--- config.mk ---
export PLATFORM = sky130hd
export DESIGN_NAME = temp_bank
export DESIGN_NICKNAME = d
export VERILOG_FILES = /design/src/rsa_pkg.sv /design/src/temp_bank.sv
export VERILOG_INCLUDE_DIRS = /design/src /design/src/src
export SDC_FILE = /design/constraint.sdc
export NUM_CORES = 1
export LEC_CHECK = 0
export ABC_AREA = 1
export BUFFER_PORTS_ARGS = -buffer_cell sky130_fd_sc_hd__buf_2
export CORE_MARGIN = 2
export CORE_UTILIZATION = 50
export CTS_CLUSTER_SIZE = 16
export DETAILED_ROUTE_END_ITERATION = 10
export HOLD_SLACK_MARGIN = 0.05
export PLACE_DENSITY = 0.72
export SLEW_MARGIN = 25
export SYNTH_ARGS = -nofsm -noshare
export SYNTH_HDL_FRONTEND = slang
export SYNTH_SLANG_ARGS = --single-unit
--- constraint.sdc ---
create_clock -name clk -period 1.51 [get_ports clk]
set_input_delay 0.302 -clock clk [delete_from_list [all_inputs] [get_ports clk]]
set_output_delay 0.302 -clock clk [all_outputs]
set_load 0.1 [all_outputs]
--- src/rsa_cfg.svh ---
`ifndef RSA_CFG_SVH
`define RSA_CFG_SVH

// array edge, also the number of lanes and banks
`define RSA_DIM   4

// matrix word width, sums and products wrap at this width
`define RSA_DW    16

// row, column, lane or step index
`define RSA_IDX_W 2

// wishbone word address
// top bit selects the control/status register
// below it sit region, lane and index
`define RSA_ADR_W 7

`endif

--- src/rsa_pkg.sv ---
`include "rsa_cfg.svh"

package rsa_pkg;

    typedef logic [`RSA_DW-1:0]    data_t;   // one matrix word
    typedef logic [`RSA_IDX_W-1:0] idx_t;    // lane, row, column or step

    // bank regions, lane l holds row l of A, M, C and column l of B
    typedef enum logic [1:0] {
        REG_A = 2'd0,
        REG_B = 2'd1,
        REG_M = 2'd2,
        REG_C = 2'd3
    } region_e;

    typedef struct packed {
        logic  valid;
        logic  first;   // step 0, restarts the accumulator
        data_t data;
    } operand_t;

    typedef enum logic [2:0] {
        IDLE,
        FEED,
        WAIT,
        DRAIN,
        FINISH
    } ctrl_state_e;

endpackage

--- src/temp_bank.sv ---
`timescale 1ns/1ns
`include "rsa_cfg.svh"

module temp_bank (
    input  logic                   clk,
    input  logic                   i_rd_en,
    input  logic [`RSA_IDX_W+1:0]  i_rd_adr,   // {region, index}
    output rsa_pkg::data_t         o_rd_dat,
    input  logic                   i_wr_en,
    input  logic [`RSA_IDX_W+1:0]  i_wr_adr,
    input  rsa_pkg::data_t         i_wr_dat
);

    import rsa_pkg::*;

    localparam int DEPTH = 4 * `RSA_DIM;   // four regions per lane

    data_t mem [DEPTH];

    // port B, host data and C results
    always_ff @(posedge clk) begin
        if (i_wr_en) begin
            mem[i_wr_adr] <= i_wr_dat;
        end
    end

    // port A, registered read, old data on a same-address collision
    always_ff @(posedge clk) begin
        if (i_rd_en) begin
            o_rd_dat <= mem[i_rd_adr];
        end
    end

endmodule

==> impl_metrics.env <==
export IMPL_cts_buffer_depth=3
export IMPL_viasPerCell=5.296
export IMPL_vdd_ir_drop_worst_mv=0.8746
export IMPL_rows=55
export IMPL_cp_slowest_stage_delay_ps=470
export IMPL_synth_seq_cells=272
export IMPL_core_sq_um=22640
export IMPL_chipHeight_um=155.9
export IMPL_drive_gt1_frac=0.1233
export IMPL_worstSetupEndpointType="primary output"
export IMPL_synth_top_area_share=0.7077
export IMPL_critical_path_top_delay_family="flip-flops"
export IMPL_root_buffer="clkbuf_16"
export IMPL_synthArstFlopShare=0
export IMPL_syn_avg_cell_area_sq_um=10.75
export IMPL_grt_pass1_wl_um=41200
export IMPL_portBuffers=42
export IMPL_path_cells="buf_6"
export IMPL_cts_tree="yes"
export IMPL_internal_power_mw=12.30
export IMPL_wl_um=26420
export IMPL_area_growth_pct=16.06
export IMPL_crit_fanout=1
export IMPL_fin_crit_sh=1.011
export IMPL_seq_power_share=0.538
export IMPL_crit_buf_inv=1
export IMPL_power_leakage_nw=5.707
export IMPL_switchingPower_mw=3.614
export IMPL_synth_cell_types=12
export IMPL_ys_seq_area_frac=0.7077
export IMPL_drtIter0Drc=622
export IMPL_ys_warn_count=0
export IMPL_fillers=1717
export IMPL_dp_hpwl_um=15280
export IMPL_track_usage=0.2240
export IMPL_hold_violations=0
export IMPL_combPwrFrac=0.085
export IMPL_synth_nets=1101
export IMPL_hold_class="in -> reg"
export IMPL_path_class="reg -> out"
export IMPL_routedWlPerCell_um=18.29
export IMPL_clock_skew_ps=9.077
export IMPL_clock_latency_ps=520
export IMPL_synth_flop_cell="edfxtp_1"
export IMPL_final_min_clock_period_ps=1526
export IMPL_fin_nets=1170
export IMPL_synth_edf_count=272
export IMPL_tightest_slew_ps=514.3
export IMPL_htreeDepth=1
export IMPL_multi_input_area_sq_um=2365
export IMPL_fin_ws_ps=-16.12
export IMPL_cp_slowest_cell="edfxtp_1"
export IMPL_antenna_found_initial=2
export IMPL_diodes=0
export IMPL_rsz0062_at_grt="true"
export IMPL_clock_power_share=0.377
export IMPL_slew_viol_final=0
export IMPL_arrival_ps=1220
export IMPL_instances_no_fill=1445
export IMPL_synth_common_cells="341 x nand2_1, 272 x edfxtp_1, 196 x inv_1"
export IMPL_synth_cells=1074
export IMPL_synth_top_area_cell="edfxtp_1"
export IMPL_die_w_um=155.9
export IMPL_clkSinkCount=272
export IMPL_overflow=0
export IMPL_yosys_cell_count_top_type="nand2_1"
export IMPL_drc=0
export IMPL_path_clk_slew_ps=70
export IMPL_cts_inserted_buffers=26
export IMPL_required_ps=1210
export IMPL_synth_area_leaders="edfxtp_1 71%, nand2_1 11%, nand3_1 8.4%, inv_1 6.4%, buf_4 1.2%"
export IMPL_dp_cells=1400
export IMPL_grt_max_degree=40
export IMPL_max_freq_ghz=0.6553
export IMPL_first_pass_iters=7
export IMPL_start_util=0.5098
export IMPL_antenna_left=0
export IMPL_vias=7652
export IMPL_violations="setup timing"
export IMPL_critPathLaunchType="flop"
export IMPL_setup_tns_final_ps=-16.12
export IMPL_syn_area_sq_um=11540
export IMPL_place_congestion=0.7769
export IMPL_finalSetupViolations=1
export IMPL_sw_frac_of_total=0.2271
export IMPL_maxSlewHeadroom=0.6571
export IMPL_status="finished, violations left"
export IMPL_max_cap_violations=0
export IMPL_grt_pass1_vias=7419
export IMPL_seqCellArea_sq_um=8168
export IMPL_io_pins=43
export IMPL_die_area_sq_um=24310
export IMPL_power_density_nw_per_um2=1188
worst register-to-register path, delay by kind of cell (launching register included):
family / cells / cell delay (ps)
buffers and inverters: 1 / 60
AND/OR/NAND/NOR: 5 / 430
flip-flops: 1 / 360
stage by stage:
step                instance area, sq um    util  hold slack (ps)  total power, mW  setup WS [ps]
floorplan                          11560       -            400.9            9.541         -91.58
global placement                   12560  0.5547            685.5            10.01          33.31
detailed placement                 12560  0.5547            692.5            10.03         -7.160
CTS                                13390  0.5914            145.1            15.96         -6.109
global route                       13390  0.5916            167.8            16.38         -16.73
finish                             13390  0.5916            160.1            15.91         -16.12
flip-flops by register name, summed over array words and instances, names as in the netlist:
name,cells
mem,256
o_rd_dat,16
logic make-up after synthesis:
kind of cell,share of synthesized area
buf+inv,0.09085
flops,0.7077
simple gates,0.2014
cell usage in the layout, fill, tap and decap left out:
| master | netlist | layout |
|---|---|---|
| nand2_1 | 341 | 341 |
| edfxtp_1 | 272 | 272 |
| inv_1 | 196 | 196 |
| nand3_1 | 193 | 193 |
| buf_4 | 18 | 35 |
| clkbuf_16 | 0 | 27 |
| buf_12 | 0 | 27 |
| buf_2 | 19 | 25 |
| nor2_2 | 0 | 16 |
| clkinv_1 | 0 | 7 |
| clkinv_2 | 0 | 6 |
| clkbuf_1 | 10 | 5 |
| buf_6 | 3 | 5 |
| nand3b_1 | 2 | 2 |
| inv_2 | 2 | 1 |
| nor2_1 | 17 | 1 |
| bufinv_16 | 0 | 1 |
routing by layer:
layer / global-route usage / vias to the layer above / routed length, um
met5: 0 / - / 26
met4: 0.08038 / 4 / 736
met3: 0.03417 / 61 / 1988
met2: 0.3810 / 291 / 13080
met1: 0.2953 / 3683 / 10590
li1: - / 3613 / -
cell type report:
| class | count | area share |
|---|---|---|
| Sequential cell | 272 | 0.6098 |
| Multi-Input combinational cell | 553 | 0.1766 |
| Timing Repair Buffer | 92 | 0.07352 |
| Inverter | 198 | 0.05558 |
| Clock buffer | 32 | 0.05184 |
| Tap cell | 285 | 0.02662 |
| Clock inverter | 13 | 0.006072 |
final timing paths:
path,depth (start not counted),start,endpoint,slack [ps]
worst max-delay path,1,o_rd_dat[4]$_DFFE_PP_,o_rd_dat[4],-20
worst max register to register,6,mem[13][14]$_DFFE_PP_,o_rd_dat[14]$_DFFE_PP_,430
worst min register to register,6,mem[10][8]$_DFFE_PP_,o_rd_dat[8]$_DFFE_PP_,730
worst min-delay path,1,i_wr_dat[6],mem[2][6]$_DFFE_PP_,160
power groups by stage:
stage	logic [mW]	clock network [mW]	registers, mW
2_1_floorplan	0.574	0	8.97
3_3_place_gp	1.30	0	8.71
6_report	1.35	6.00	8.56
4_1_cts	1.35	6.05	8.56
3_5_place_dp	1.31	0	8.71
5_1_grt	1.46	6.35	8.57
what timing repair did:
item                                    in CTS  in global routing
resized for setup                           20                  1
pin swaps                                    0                  0
hold buffers                                 0                  0
endpoints found under the setup margin      16                  2
setup buffers                                0                  0
Note: power is estimated with default switching activity, not from simulation.
