[config.mk]
export PLATFORM = sky130hd
export DESIGN_NAME = operand_skew
export DESIGN_NICKNAME = d
export VERILOG_FILES = /design/src/rsa_pkg.sv /design/src/operand_skew.sv
export VERILOG_INCLUDE_DIRS = /design/src /design/src/src
export SDC_FILE = /design/constraint.sdc
export NUM_CORES = 1
export LEC_CHECK = 0
export BUFFER_PORTS_ARGS = -buffer_cell sky130_fd_sc_hd__buf_2
export CAP_MARGIN = 40
export CORE_UTILIZATION = 25
export DETAILED_ROUTE_END_ITERATION = 6
export GPL_ROUTABILITY_DRIVEN = 0
export GPL_TIMING_DRIVEN = 0
export PLACE_DENSITY = 0.6
export SYNTH_ARGS = -nofsm -noshare
export SYNTH_HDL_FRONTEND = slang
export SYNTH_SLANG_ARGS = --single-unit
[constraint.sdc]
create_clock -name clk -period 1.5 [get_ports clk]
set_clock_uncertainty 0.1 [all_clocks]
set_input_delay 0.375 -clock clk [delete_from_list [all_inputs] [get_ports clk]]
set_output_delay 0.375 -clock clk [all_outputs]
set_load 0.01 [all_outputs]
[src/rsa_cfg.svh]
`ifndef RSA_CFG_SVH
`define RSA_CFG_SVH

// array edge, also the number of lanes and banks
`define RSA_DIM   4

// matrix word width, sums and products wrap at this width
`define RSA_DW    16

// row, column, lane or step index
`define RSA_IDX_W 2

// wishbone word address
// top bit selects the control/status register
// below it sit region, lane and index
`define RSA_ADR_W 7

`endif

[src/rsa_pkg.sv]
`include "rsa_cfg.svh"

package rsa_pkg;

    typedef logic [`RSA_DW-1:0]    data_t;   // one matrix word
    typedef logic [`RSA_IDX_W-1:0] idx_t;    // lane, row, column or step

    // bank regions, lane l holds row l of A, M, C and column l of B
    typedef enum logic [1:0] {
        REG_A = 2'd0,
        REG_B = 2'd1,
        REG_M = 2'd2,
        REG_C = 2'd3
    } region_e;

    typedef struct packed {
        logic  valid;
        logic  first;   // step 0, restarts the accumulator
        data_t data;
    } operand_t;

    typedef enum logic [2:0] {
        IDLE,
        FEED,
        WAIT,
        DRAIN,
        FINISH
    } ctrl_state_e;

endpackage

[src/operand_skew.sv]
`timescale 1ns/1ns
`include "rsa_cfg.svh"

module operand_skew (
    input  logic              clk,
    input  logic              i_reset,
    input  rsa_pkg::operand_t i_op [`RSA_DIM],
    output rsa_pkg::operand_t o_op [`RSA_DIM]
);

    import rsa_pkg::*;

    // lane 0 enters the array without delay
    assign o_op[0] = i_op[0];

    // lane l runs through l registers, so step k meets its partner on the diagonal
    for (genvar l = 1; l < `RSA_DIM; l++) begin : g_lane
        operand_t stage [l];

        always_ff @(posedge clk) begin
            stage[0] <= i_op[l];
            for (int s = 1; s < l; s++) begin
                stage[s] <= stage[s-1];
            end
            if (i_reset) begin
                for (int s = 0; s < l; s++) begin
                    stage[s].valid <= 1'b0;
                end
            end
        end

        assign o_op[l] = stage[l-1];
    end

endmodule

==> flow_metrics.env, run 1 <==
export IMPL_busiest_layer="met2"
export IMPL_grt_use_met2_pct=17.6
export IMPL_maxSlewViolCount=0
export IMPL_critical_path_class="reg2out"
export IMPL_use_met1_pct=7.87
export IMPL_grt_pass1_vias=1779
export IMPL_initial_utilization_pct=26.2
export IMPL_wl_mm=4.70
export IMPL_antenna_left=0
export IMPL_die_h_um=104
export IMPL_cts_root_buffer="clkbuf_8"
export IMPL_final_common_cell="buf_2"
export IMPL_synth_avg_cell_area_um2=15.5
export IMPL_synth_seq_area_share_pct=83.0
export IMPL_h_tree_depth=3
export IMPL_grt_use_total_pct=9.41
export IMPL_cp_max_fo=1
export IMPL_max_freq_mhz=715
export IMPL_final_min_clock_period_ps=1400
export IMPL_grt_max_degree=18
export IMPL_final_cell_count_no_fill=495
export IMPL_firstDrtPassIters=4
export IMPL_antenna_found_initial=0
export IMPL_worst_r2r_setup_slack_ps=880
export IMPL_drt_initial_drc_count=17
export IMPL_syn_cell_area_mm2=0.00260
export IMPL_cp_end_kind="output port"
export IMPL_cts_max_path_buffers=2
export IMPL_hold_class="in2reg"
export IMPL_n_antenna_cell=0
export IMPL_die_w_um=104
export IMPL_crit_arrival_ps=920
export IMPL_syn_num_nets=242
export IMPL_hp_start="i_op[17]"
export IMPL_numCtsBuffers=9
export IMPL_finalHoldViolCount=0
export IMPL_top_regs="g_lane.stage (108)"
export IMPL_via_count=1670
export IMPL_worst_pin_slew_ps=109
export IMPL_postCtsSetupBuffers=0
export IMPL_min_to="g_lane[3].stage[0][17]$_SDFF_PP0_"
export IMPL_startpoint_type="flip-flop"
export IMPL_dp_cells=428
export IMPL_max_slew_margin_pct=92.8
export IMPL_peakVddDrop_mv=0.627
export IMPL_rsz0062_at_grt="no"
export IMPL_path_clk_slew_ps=90
export IMPL_required_ps=1020
export IMPL_drc=0
export IMPL_p_per_area_mw_per_mm2=1340
export IMPL_outcome="complete, no violations"
export IMPL_period_share_pct=93.2
export IMPL_cap_violations=0
export IMPL_wire_per_inst_um=9.50
export IMPL_setup_viol=0
export IMPL_cts_sinks=108
export IMPL_synth_warnings=0
export IMPL_syn_inst=168
export IMPL_cts_repair_resized=0
export IMPL_overflow=0
export IMPL_cts_tree="built"
export IMPL_io_buffers=127
export IMPL_p_leak_nw=2.03
export IMPL_grt_pass1_wl_mm=7.73
export IMPL_mostFrequentLayoutCells="buf_2, dfxtp_1, buf_4, dlygate4sd3_1, clkbuf_8"
export IMPL_clk_insertion_delay_late_ps=350
export IMPL_drive_above_1_share_pct=54.4
export IMPL_largest_reg_flops=108
export IMPL_reg2reg_depth=1
export IMPL_rows=36
export IMPL_r2r_start="g_lane[3].stage[0][35]$_SDFF_PP0_"
export IMPL_largest_register="g_lane.stage"
export IMPL_areaGrowthSynthToFinish_pct=60.3
export IMPL_synth_cell_types=3
export IMPL_die_area_mm2=0.0108
export IMPL_met3_usage_pct=4.89
export IMPL_core_mm2=0.00995
export IMPL_final_nets=431
export IMPL_power_mw=5.60
export IMPL_pin_count=146
export IMPL_final_setup_tns_ps=0
export IMPL_via_per_inst=3.37
export IMPL_holdPathStages=2
export IMPL_place_hpwl_mm=2.93
export IMPL_ys_ff_latch=108
export IMPL_r2r_end="g_lane[3].stage[0][53]$_SDFF_PP0_"
[stage by stage]
step | hold WS [ps] | utilization (%) | instance area, um2 | setup slack, ps
after floorplan | 210 | - | 2610 | 531
after global placement | 210 | 34.2 | 3410 | 411
after detailed placement | 212 | 34.2 | 3410 | 409
after CTS | 93.9 | 41.9 | 4180 | 67.9
after global routing | 107 | 41.9 | 4180 | 44.1
final | 129 | 41.9 | 4180 | 102
[cell type report]
cell class	count	area (um2)
Clock inverter	5	106
Multi-Input combinational cell	6	37.5
Sequential cell	108	2160
Fill cell	935	5780
Timing Repair Buffer	178	1150
Clock buffer	11	151
Buffer	54	405
Tap cell	133	166
[layer usage]
| layer | wire length [um] | part of all wire [%] |
|---|---|---|
| met1 | 1590 | 34 |
| met4 | 74 | 1.6 |
| met3 | 480 | 10 |
| met5 | 0 | 0 |
| met2 | 2560 | 54 |
[cell families (layout without fill, tap and decap cells)]
| logic type | count (synthesis) | count (layout) | share of synthesized area [%] |
|---|---|---|---|
| buffers and inverters | 54 | 248 | 15.6 |
| AND/OR/NAND/NOR | 6 | 6 | 1.44 |
| flip-flops | 108 | 108 | 83.0 |
[critical path: stages (launching register included)]
cell     delay, ps
dfxtp_1        320
buf_4          120
buf_2          130
[worst max path at each step]
stage	start	endpoint	slack, ps	cells after the start
5_1_grt	g_lane[2].stage[0][22]$_DFF_P_	o_op[22]	40	2
3_3_place_gp	i_op[68]	o_op[68]	410	2
6_report	g_lane[3].stage[0][37]$_DFF_P_	o_op[1]	100	2
3_5_place_dp	i_op[68]	o_op[68]	410	2
4_1_cts	g_lane[3].stage[0][44]$_DFF_P_	o_op[8]	70	2
2_1_floorplan	i_op[54]	o_op[54]	530	1
[timing repair]
action	CTS	global route
setup endpoints to repair	0	0
hold buffers	51	0
endpoints found under the hold margin	51	0
[where the power goes]
group	leakage [nW]	internal (mW)	total, mW	switching (mW)
clock	0.131	1.21	2.12	0.910
combinational	0.990	0.290	0.431	0.141
sequential	0.910	3.02	3.05	0.0354
total	2.03	4.52	5.60	1.09
[cell usage after synthesis (all sizes together)]
cell type    n  area (um2)
buf         54         405
dfxtp      108        2160
nor2b        6        37.5
Note: power is estimated with default switching activity, not from simulation.
==> run 2: changes to the inputs <==
Settings changed: CORE_MARGIN set to 1.5, MAX_ROUTING_LAYER set to met4.
==> run 2 against run 1 <==
Combinational power barely moved. Die area rose by 1.9%. Critical endpoint is now o_op[10]. Highest routed layer unchanged. Setup slack improved by 7.8 ps.
==> flow_metrics.env, run 2 (synthesis results as in run 1) <==
export IMPL_cp_max_fo=1
export IMPL_postCtsSetupBuffers=0
export IMPL_die_h_um=105
export IMPL_holdPathStages=2
export IMPL_largest_reg_flops=108
export IMPL_pwr_share_clk_pct=33.8
export IMPL_firstDrtPassIters=2
export IMPL_rows=37
export IMPL_cts_max_path_buffers=2
export IMPL_dpl_cell_area_mm2=0.00341
export IMPL_final_common_cell="buf_2"
export IMPL_die_area_mm2=0.0110
export IMPL_internal_power_mw=4.12
export IMPL_antenna_found_initial=0
export IMPL_comb_power_share_pct=8.2
export IMPL_grt_use_total_pct=8.61
export IMPL_drt_initial_drc_count=32
export IMPL_required_ps=1020
export IMPL_reg2reg_depth=1
export IMPL_io_buffers=127
export IMPL_cap_violations=0
export IMPL_r2r_start="g_lane[3].stage[0][17]$_SDFF_PP0_"
export IMPL_largest_register="g_lane.stage"
export IMPL_hp_start="i_op[35]"
export IMPL_via_per_inst=3.35
export IMPL_area_sequential_mm2=0.00216
export IMPL_numCtsBuffers=9
export IMPL_final_min_clock_period_ps=1390
export IMPL_drive_above_1_share_pct=54.1
export IMPL_clk_insertion_delay_late_ps=350
export IMPL_die_w_um=105
export IMPL_final_setup_tns_ps=0
export IMPL_mostFrequentLayoutCells="buf_2, dfxtp_1, buf_4, dlygate4sd3_1, clkbuf_8"
export IMPL_grt_max_degree=20
export IMPL_max_freq_mhz=719
export IMPL_worst_r2r_setup_slack_ps=890
export IMPL_finalInstanceArea_mm2=0.00413
export IMPL_areaGrowthSynthToFinish_pct=58.4
export IMPL_worst_pin_slew_ps=105
export IMPL_cts_sinks=108
export IMPL_top_regs="g_lane.stage (108)"
export IMPL_hold_class="in2reg"
export IMPL_crit_arrival_ps=920
export IMPL_overflow=0
export IMPL_cp_end_kind="output port"
export IMPL_switching_share_pct=21.7
export IMPL_initial_utilization_pct=25.5
export IMPL_finalHoldViolCount=0
export IMPL_startpoint_type="flip-flop"
export IMPL_critical_path_class="reg2out"
export IMPL_cts_tree="built"
export IMPL_multi_input_area_um2=37.5
export IMPL_via_count=1669
export IMPL_setup_viol=0
export IMPL_h_tree_depth=3
export IMPL_pin_count=146
export IMPL_p_leak_nw=2.00
export IMPL_p_sw_mw=1.14
export IMPL_maxSlewViolCount=0
export IMPL_grt_pass1_vias=1680
export IMPL_timing_hold_ws_ps=125
export IMPL_place_hpwl_mm=2.75
export IMPL_num_fill_cells=975
export IMPL_min_to="g_lane[2].stage[0][17]$_SDFF_PP0_"
export IMPL_grt_pass1_wl_mm=7.09
export IMPL_path_clk_slew_ps=100
export IMPL_max_slew_margin_pct=93.0
export IMPL_wire_per_inst_um=8.88
export IMPL_peakVddDrop_mv=0.506
export IMPL_antenna_left=0
export IMPL_period_share_pct=92.7
export IMPL_r2r_end="g_lane[3].stage[0][35]$_SDFF_PP0_"
export IMPL_pwr_share_seq_pct=58.0
export IMPL_core_mm2=0.0102
export IMPL_n_antenna_cell=0
export IMPL_p_per_area_mw_per_mm2=1280
export IMPL_cts_root_buffer="clkbuf_8"
export IMPL_drc=0
export IMPL_final_nets=431
export IMPL_outcome="complete, no violations"
export IMPL_rsz0062_at_grt="no"
export IMPL_wl_mm=4.42
run 2: changes by cell type in the layout (fill, tap and decap cells not counted), sizes merged:
cell	change
inv	+4
clkbuf	-1
bufinv	-2
clkinv	-1
run 2: worst max-delay path by stage:
| stage | start | end | cells past startpoint |
|---|---|---|---|
| final | g_lane[3].stage[0][46]$_DFF_P_ | o_op[10] | 2 |
| after CTS | g_lane[3].stage[0][46]$_DFF_P_ | o_op[10] | 2 |
| after global placement | i_op[63] | o_op[63] | 2 |
| after floorplan | i_op[54] | o_op[54] | 1 |
| after detailed placement | i_op[54] | o_op[54] | 2 |
| after global routing | g_lane[3].stage[0][46]$_DFF_P_ | o_op[10] | 2 |
run 2: area by class of cell:
cell class / count / share of cell area (%)
clock inverter: 6 / 1.85
tap: 136 / 4.12
timing repair buffer: 178 / 27.8
buffer: 54 / 9.83
clock buffer: 10 / 3.09
sequential: 108 / 52.4
multi-input combinational: 6 / 0.910
run 2: power by group through the flow:
stage	sequential, mW	clock, mW	combinational, mW
global route	3.07	2.02	0.463
finish	3.05	1.78	0.429
global placement	3.12	0	0.324
detailed placement	3.12	0	0.327
CTS	3.06	1.87	0.421
floorplan	3.12	0	0.150
run 2: per-stage QoR:
step	total power, mW	std cells	worst slack, ps	util [%]
2_1_floorplan	3.27	168	531	-
3_3_place_gp	3.44	431	419	33.3
3_5_place_dp	3.45	431	418	33.3
4_1_cts	5.35	494	67.9	39.9
5_1_grt	5.55	498	38.6	40.3
6_report	5.26	498	109	40.3
run 2: routing by layer:
metal,vias to the layer above,global-route usage (%),wire length [um]
met4,0,4.40,54
li1,832,-,-
met2,114,14.0,2130
met5,-,-,0
met1,716,8.46,1740
met3,7,4.37,500
run 2: what timing repair did:
action	in CTS	in global routing
gates resized for setup	0	0
hold endpoints to repair	47	4
hold buffers	47	4
run 2: critical path: stages (launching register included):
cell and delay [ps]:
dfxtp_1 310, buf_4 110, buf_2 140
