## config.mk

```make
export PLATFORM = sky130hd
export DESIGN_NAME = rsa_ctrl
export DESIGN_NICKNAME = d
export VERILOG_FILES = /design/src/rsa_pkg.sv /design/src/rsa_ctrl.sv
export VERILOG_INCLUDE_DIRS = /design/src /design/src/src
export SDC_FILE = /design/constraint.sdc
export NUM_CORES = 1
export LEC_CHECK = 0
export BUFFER_PORTS_ARGS = -buffer_cell sky130_fd_sc_hd__buf_2
export CORE_MARGIN = 1.5
export CORE_UTILIZATION = 35
export CTS_BUF_LIST = sky130_fd_sc_hd__clkbuf_4 sky130_fd_sc_hd__clkbuf_8 sky130_fd_sc_hd__clkbuf_16
export DETAILED_ROUTE_END_ITERATION = 8
export PLACE_DENSITY_LB_ADDON = 0.3
export SYNTH_ARGS = -nofsm -noshare
export SYNTH_HDL_FRONTEND = slang
export SYNTH_SLANG_ARGS = --single-unit
```

## constraint.sdc

```tcl
create_clock -name clk -period 2.2 [get_ports clk]
set_clock_uncertainty 0.1 [all_clocks]
set_input_delay 0.33 -clock clk [delete_from_list [all_inputs] [get_ports clk]]
set_output_delay 0.33 -clock clk [all_outputs]
set_load 0.02 [all_outputs]
```

## src/rsa_cfg.svh

```systemverilog
`ifndef RSA_CFG_SVH
`define RSA_CFG_SVH

// array edge, also the number of lanes and banks
`define RSA_DIM   4

// matrix word width, sums and products wrap at this width
`define RSA_DW    16

// row, column, lane or step index
`define RSA_IDX_W 2

// wishbone word address
// top bit selects the control/status register
// below it sit region, lane and index
`define RSA_ADR_W 7

`endif

```

## src/rsa_pkg.sv

```systemverilog
`include "rsa_cfg.svh"

package rsa_pkg;

    typedef logic [`RSA_DW-1:0]    data_t;   // one matrix word
    typedef logic [`RSA_IDX_W-1:0] idx_t;    // lane, row, column or step

    // bank regions, lane l holds row l of A, M, C and column l of B
    typedef enum logic [1:0] {
        REG_A = 2'd0,
        REG_B = 2'd1,
        REG_M = 2'd2,
        REG_C = 2'd3
    } region_e;

    typedef struct packed {
        logic  valid;
        logic  first;   // step 0, restarts the accumulator
        data_t data;
    } operand_t;

    typedef enum logic [2:0] {
        IDLE,
        FEED,
        WAIT,
        DRAIN,
        FINISH
    } ctrl_state_e;

endpackage

```

## src/rsa_ctrl.sv

```systemverilog
`timescale 1ns/1ns
`include "rsa_cfg.svh"

module rsa_ctrl (
    input  logic                   clk,
    input  logic                   i_reset,
    input  logic                   i_wb_cyc,
    input  logic                   i_wb_stb,
    input  logic                   i_wb_we,
    input  logic [`RSA_ADR_W-1:0]  i_wb_adr,
    input  rsa_pkg::data_t         i_wb_dat,
    output rsa_pkg::data_t         o_wb_dat,
    output logic                   o_wb_ack,
    output logic                   o_rd_en,
    output logic [`RSA_IDX_W+1:0]  o_rd_adr,
    input  rsa_pkg::data_t         i_rd_dat [`RSA_DIM],
    output logic [`RSA_DIM-1:0]    o_wr_en,
    output logic [`RSA_IDX_W+1:0]  o_wr_adr,
    output rsa_pkg::data_t         o_wr_dat [`RSA_DIM],
    output rsa_pkg::operand_t      o_feed_a [`RSA_DIM],
    output rsa_pkg::operand_t      o_feed_b [`RSA_DIM],
    output logic                   o_shift,
    input  rsa_pkg::data_t         i_row_out [`RSA_DIM]
);

    import rsa_pkg::*;

    localparam int CNT_W = `RSA_IDX_W + 1;
    localparam logic [CNT_W-1:0] STEP_LAST  = CNT_W'(2 * `RSA_DIM - 1);   // FEED and WAIT
    localparam logic [CNT_W-1:0] DRAIN_LAST = CNT_W'(`RSA_DIM);

    ctrl_state_e      state;
    logic [CNT_W-1:0] cnt;
    logic             busy, done;
    logic             csr_sel, accept, run_start, host_rd, host_wr;
    region_e          wb_region;
    idx_t             wb_lane, wb_idx;
    logic             pend, csr_q;
    idx_t             lane_q;
    data_t            status;
    logic             a_q, b_q, first_q;   // feed read pipeline
    data_t            a_hold [`RSA_DIM];
    logic             m_q, c_wr_q;         // drain pipeline
    idx_t             m_idx_q, c_idx_q;
    data_t            sum_q [`RSA_DIM];

    assign csr_sel   = i_wb_adr[`RSA_ADR_W-1];
    assign wb_region = region_e'(i_wb_adr[2*`RSA_IDX_W +: 2]);
    assign wb_lane   = i_wb_adr[`RSA_IDX_W +: `RSA_IDX_W];
    assign wb_idx    = i_wb_adr[`RSA_IDX_W-1:0];
    assign busy      = (state != IDLE);
    assign status    = {{(`RSA_DW-2){1'b0}}, done, busy};

    // bank words wait out a run, the status register answers at once
    assign accept    = i_wb_cyc && i_wb_stb && !pend && !o_wb_ack && (csr_sel || !busy);
    assign run_start = accept && csr_sel && i_wb_we && i_wb_dat[0] && !busy;
    assign host_rd   = accept && !csr_sel && !i_wb_we;
    assign host_wr   = accept && !csr_sel && i_wb_we;

    always_ff @(posedge clk) begin
        if (i_reset) begin
            pend     <= 1'b0;
            o_wb_ack <= 1'b0;
        end else begin
            pend     <= accept;   // bank read cycle
            o_wb_ack <= pend;     // one-cycle pulse
        end
    end

    always_ff @(posedge clk) begin
        if (accept) begin
            csr_q  <= csr_sel;
            lane_q <= wb_lane;
        end
        if (pend) begin
            o_wb_dat <= csr_q ? status : i_rd_dat[lane_q];
        end
    end

    always_ff @(posedge clk) begin
        if (i_reset) begin
            state <= IDLE;
            cnt   <= '0;
            done  <= 1'b0;
        end else begin
            cnt <= cnt + 1'b1;
            case (state)
                IDLE: begin
                    cnt <= '0;
                    if (run_start) begin
                        state <= FEED;
                        done  <= 1'b0;
                    end
                end
                FEED: if (cnt == STEP_LAST) begin   // A and B alternate on the one read port
                    state <= WAIT;
                    cnt   <= '0;
                end
                WAIT: if (cnt == STEP_LAST) begin   // last step crosses to the far corner
                    state <= DRAIN;
                    cnt   <= '0;
                end
                DRAIN: if (cnt == DRAIN_LAST) begin
                    state <= FINISH;
                    cnt   <= '0;
                end
                FINISH: begin                       // last C word is written here
                    state <= IDLE;
                    done  <= 1'b1;
                end
                default: state <= IDLE;
            endcase
        end
    end

    always_ff @(posedge clk) begin
        if (i_reset) begin
            a_q    <= 1'b0;
            b_q    <= 1'b0;
            m_q    <= 1'b0;
            c_wr_q <= 1'b0;
        end else begin
            a_q    <= (state == FEED) && !cnt[0];
            b_q    <= (state == FEED) && cnt[0];
            m_q    <= (state == DRAIN) && (cnt != DRAIN_LAST);
            c_wr_q <= m_q;
        end
    end

    always_ff @(posedge clk) begin
        first_q <= (cnt[CNT_W-1:1] == '0);
        m_idx_q <= cnt[`RSA_IDX_W-1:0];
        c_idx_q <= m_idx_q;
        for (int l = 0; l < `RSA_DIM; l++) begin
            if (a_q) begin
                a_hold[l] <= i_rd_dat[l];                // waits for its B partner
            end
            if (m_q) begin
                sum_q[l] <= i_row_out[l] + i_rd_dat[l];  // M adder
            end
        end
    end

    always_comb begin
        o_rd_en  = host_rd;
        o_rd_adr = {wb_region, wb_idx};
        if (state == FEED) begin
            o_rd_en  = 1'b1;
            o_rd_adr = {cnt[0] ? REG_B : REG_A, cnt[CNT_W-1:1]};
        end else if (state == DRAIN && cnt != DRAIN_LAST) begin
            o_rd_en  = 1'b1;
            o_rd_adr = {REG_M, cnt[`RSA_IDX_W-1:0]};
        end
    end

    always_comb begin
        o_wr_en  = '0;
        o_wr_adr = {wb_region, wb_idx};
        for (int l = 0; l < `RSA_DIM; l++) begin
            o_wr_dat[l] = c_wr_q ? sum_q[l] : i_wb_dat;
        end
        if (c_wr_q) begin
            o_wr_en  = '1;              // row l of C on every lane
            o_wr_adr = {REG_C, c_idx_q};
        end else if (host_wr) begin
            o_wr_en[wb_lane] = 1'b1;
        end
    end

    always_comb begin
        for (int l = 0; l < `RSA_DIM; l++) begin
            o_feed_a[l] = '{valid: b_q, first: first_q, data: a_hold[l]};
            o_feed_b[l] = '{valid: b_q, first: first_q, data: i_rd_dat[l]};
        end
    end

    // one cycle of M read latency before the first shift
    assign o_shift = (state == DRAIN) && (cnt != '0);

endmodule

```

==> impl_summary.md <==
Status
The flow ran to the end, and the final reports show no timing, DRC or antenna violations.

Drt
The overall routed net length is 33000 um. After the first detailed-routing iteration, the DRC count stood at 565. The number of DRC violations after detailed routing is 0. The number of routed nets with antenna violations is 0. Using the TritonRoute via totals, the vias-per-cell ratio works out to 4.99. The routed layout has 8382 vias. The count of TritonRoute iterations in the first routing pass is 6. The average wire per standard cell is 19.6 um.

Timing
The worst slew margin relative to its limit is 66.9%. The final critical path takes up 97.8% of the cycle. The final number of max-transition violations came to 0. Hold is met by 0.0350 ns.

Setup repair after global routing could not meet its margin everywhere. Summed over all failing endpoints, the final setup total negative slack is 0 ns. The final count of negative-setup-slack endpoints is 0.

The final period demand of the worst path is 2.15 ns. The maximum achievable frequency is 0.465 GHz. The worst path setup slack after routing is 0.0487 ns. The count of final hold-check violations is 0. The slew of the pin with the lowest slew margin is 0.497 ns.

Yosys
Summed over all instances, the cell type with the most area after synthesis is sky130_fd_sc_hd__edfxtp_1. The number of enable-type register cells in the synthesized netlist is 147. In the post-synthesis netlist, the cell with the most instances is sky130_fd_sc_hd__nand2_1.

The count of mapped cells out of synthesis is 877. The share of synthesized registers carrying an async set or reset is 0%. The mapped netlist covers 0.00970 mm2. The total nets after synthesis is 1100. The most used flip-flop cell after synthesis is sky130_fd_sc_hd__edfxtp_1. Ranked by instance count, the synthesized netlist is headed by sky130_fd_sc_hd__nand2_1, sky130_fd_sc_hd__edfxtp_1, sky130_fd_sc_hd__buf_4. The average instance in the mapped netlist occupies 11.1 um2. The top-area cell type share of the netlist area is 45.5%. The post-synthesis sequential element count is 165. Sequential elements use 49.2% of the synthesized area. Sorting the synthesized cells by area gives the leading types as sky130_fd_sc_hd__edfxtp_1, sky130_fd_sc_hd__ha_1, sky130_fd_sc_hd__buf_4.

For this run, the number of Yosys warnings is 0. The number of different library cells used by synthesis comes to 50.

Pwr
The fraction of power spent switching nets is 28.1%. VDD sags by at most 0.307 mV. Sequential cells account for 41.1% of the total power.

Dividing total power by cell area gives a power density of 654 mW/mm2. The total design power is 8.51 mW. The leakage power total is 5.74 nW. The clock network is responsible for 36.8% of the overall power. For this design the total switching power over the nets is 2.39 mW. The part of the total power dissipated in combinational logic is 22.1%. The internal portion of total power is 6.12 mW.

Layout
The area growth from synthesis to layout is 34.2%. The final layout contains 1518 nets. Cells fill 48.0% of the core in the end. Of the cells placed in the final design, the portion with a size suffix greater than 1 is 45.1%.

Critical path
For the worst setup path, the data required time is 1.77 ns. The worst setup path is of the reg -> out kind. The category of the worst setup path capture point is a primary output. In this run the worst path has a maximum fanout of 5.

The arrival time at the worst endpoint is 1.72 ns. STA classifies the critical path startpoint as a flop.

Place
The total half-perimeter wirelength after legalization and detailed placement is 26100 um. In this run the tool buffered the top-level ports with 394 buffer cells. At the end of routability-driven placement, the weighted congestion stood at 0.920. Before CTS, the worst setup slack after placement is -0.334 ns.

Global route
The first global-routing pass estimated 46900 um of wire. Entering global routing, the biggest net connects 38 pins. The overall track demand over capacity in global routing is 22.4%. The total grt overflow is 0. The via count of the first global-routing pass is 7952. The initial antenna violation count is 1.

Clocking
The number of levels in the clock H-tree is 4. Clock latency on the worst-skew pair, taken at its later pin, is 0.42 ns. The clock tree root driver cell is sky130_fd_sc_hd__clkbuf_16. The clock passes through at most 2 buffers. The clock tree from TritonCTS is yes. Buffers inserted during clock tree synthesis total 17. The number of clock sinks is 165.

The clock transition at the registers of the reported paths is 0.07 ns.

Die
The core region is 0.0271 mm2. The initial utilization of the core area, before any placement, comes to 35.8%. The floorplan row count is 60. 395 I/O pins were placed. The vertical extent of the die is 169 um. The x dimension of the die is 169 um. The die covers 0.0287 mm2.

Min path
In this run the worst hold path is classified as in -> reg.

Job
The max-cap check violation count is 0.
==> placed cells by master, fill, tap and decap left out, types with 10 or more instances in the layout <==
cell and count:
sky130_fd_sc_hd__nor2_1 22, sky130_fd_sc_hd__a21oi_1 64, sky130_fd_sc_hd__buf_4 104, sky130_fd_sc_hd__edfxtp_1 147, sky130_fd_sc_hd__nand2_1 154, sky130_fd_sc_hd__o211ai_1 10, sky130_fd_sc_hd__o21ai_0 32, sky130_fd_sc_hd__clkbuf_16 17
sky130_fd_sc_hd__xor2_1 27, sky130_fd_sc_hd__dfxtp_1 11, sky130_fd_sc_hd__nor3_1 15, sky130_fd_sc_hd__ha_1 62, sky130_fd_sc_hd__a211oi_1 15, sky130_fd_sc_hd__a21o_1 16, sky130_fd_sc_hd__mux4_2 16, sky130_fd_sc_hd__nor2b_1 18
sky130_fd_sc_hd__buf_2 390, sky130_fd_sc_hd__nand2b_1 13, sky130_fd_sc_hd__xnor2_1 32, sky130_fd_sc_hd__inv_1 15
==> metal layers <==
metal	vias to the layer above	share of wire [%]	track usage [%]
met1	4011	44	29.6
met5	-	0	0
met4	0	1.9	7.20
li1	3959	-	-
met3	39	6.0	3.85
met2	373	48	37.3
==> worst max-delay path: stages (launching register included) <==
cell	delay [ns]
sky130_fd_sc_hd__dfxtp_4	0.36
sky130_fd_sc_hd__or3_4	0.39
sky130_fd_sc_hd__nor3_2	0.11
sky130_fd_sc_hd__buf_4	0.15
sky130_fd_sc_hd__a31o_2	0.15
sky130_fd_sc_hd__buf_4	0.13
==> worst paths after layout <==
check | from | to | slack [ns] | depth (start not counted)
hold / removal | i_rd_dat[4] | a_hold[3][4] | 0.03 | 1
setup / recovery | state[0] | o_wr_en[1] | 0.05 | 5
hold reg to reg | m_idx_q[0] | c_idx_q[0] | 0.23 | 0
setup reg to reg | lane_q[0] | o_wb_dat[1] | 0.42 | 3
==> registers in the layout, indices dropped and copies added, names as in the netlist, 2 cells and up <==
| signal | count |
|---|---|
| lane_q | 2 |
| cnt | 3 |
| o_wb_dat | 16 |
| sum_q | 64 |
| m_idx_q | 2 |
| a_hold | 64 |
| c_idx_q | 2 |
| state | 3 |
==> power by group through the flow <==
stage / Combinational [mW] / Sequential [mW] / Clock [mW]
after floorplan: 1.11 / 3.60 / 0
after global placement: 1.84 / 3.57 / 0
after detailed placement: 1.87 / 3.57 / 0
after CTS: 1.88 / 3.50 / 3.20
after global routing: 2.04 / 3.50 / 3.30
final: 1.88 / 3.50 / 3.14
==> per-stage QoR <==
step,instances,area [um2]
after floorplan,877,9740
after global placement,1644,12300
after detailed placement,1644,12300
after CTS,1678,13000
after global routing,1679,13000
final,1680,13000
==> area by class of cell <==
cell class                 instances  area, um2
fill                            2578      14100
tap                              372        465
inverter                          15       56.3
timing repair buffer             499       2820
multi-input combinational        597       4280
sequential                       165       4800
antenna                            1       2.50
clock inverter                    12        154
clock buffer                      19        440
==> timing repair <==
item,4_1_cts,5_1_grt
endpoints found under the setup margin,51,11
resized for setup,16,13
buffers inserted,3,1
pin swaps,0,2
hold buffers,0,0
==> logic make-up after synthesis <==
| kind of cell | share of synthesized area [%] |
|---|---|
| simple gates | 12.5 |
| compound gates | 12.0 |
| flops | 49.2 |
| buf+inv | 7.60 |
| fa+ha+maj | 8.95 |
| xor+xnor | 5.33 |
| mux | 4.39 |
Power figures use the tool's default switching activity.
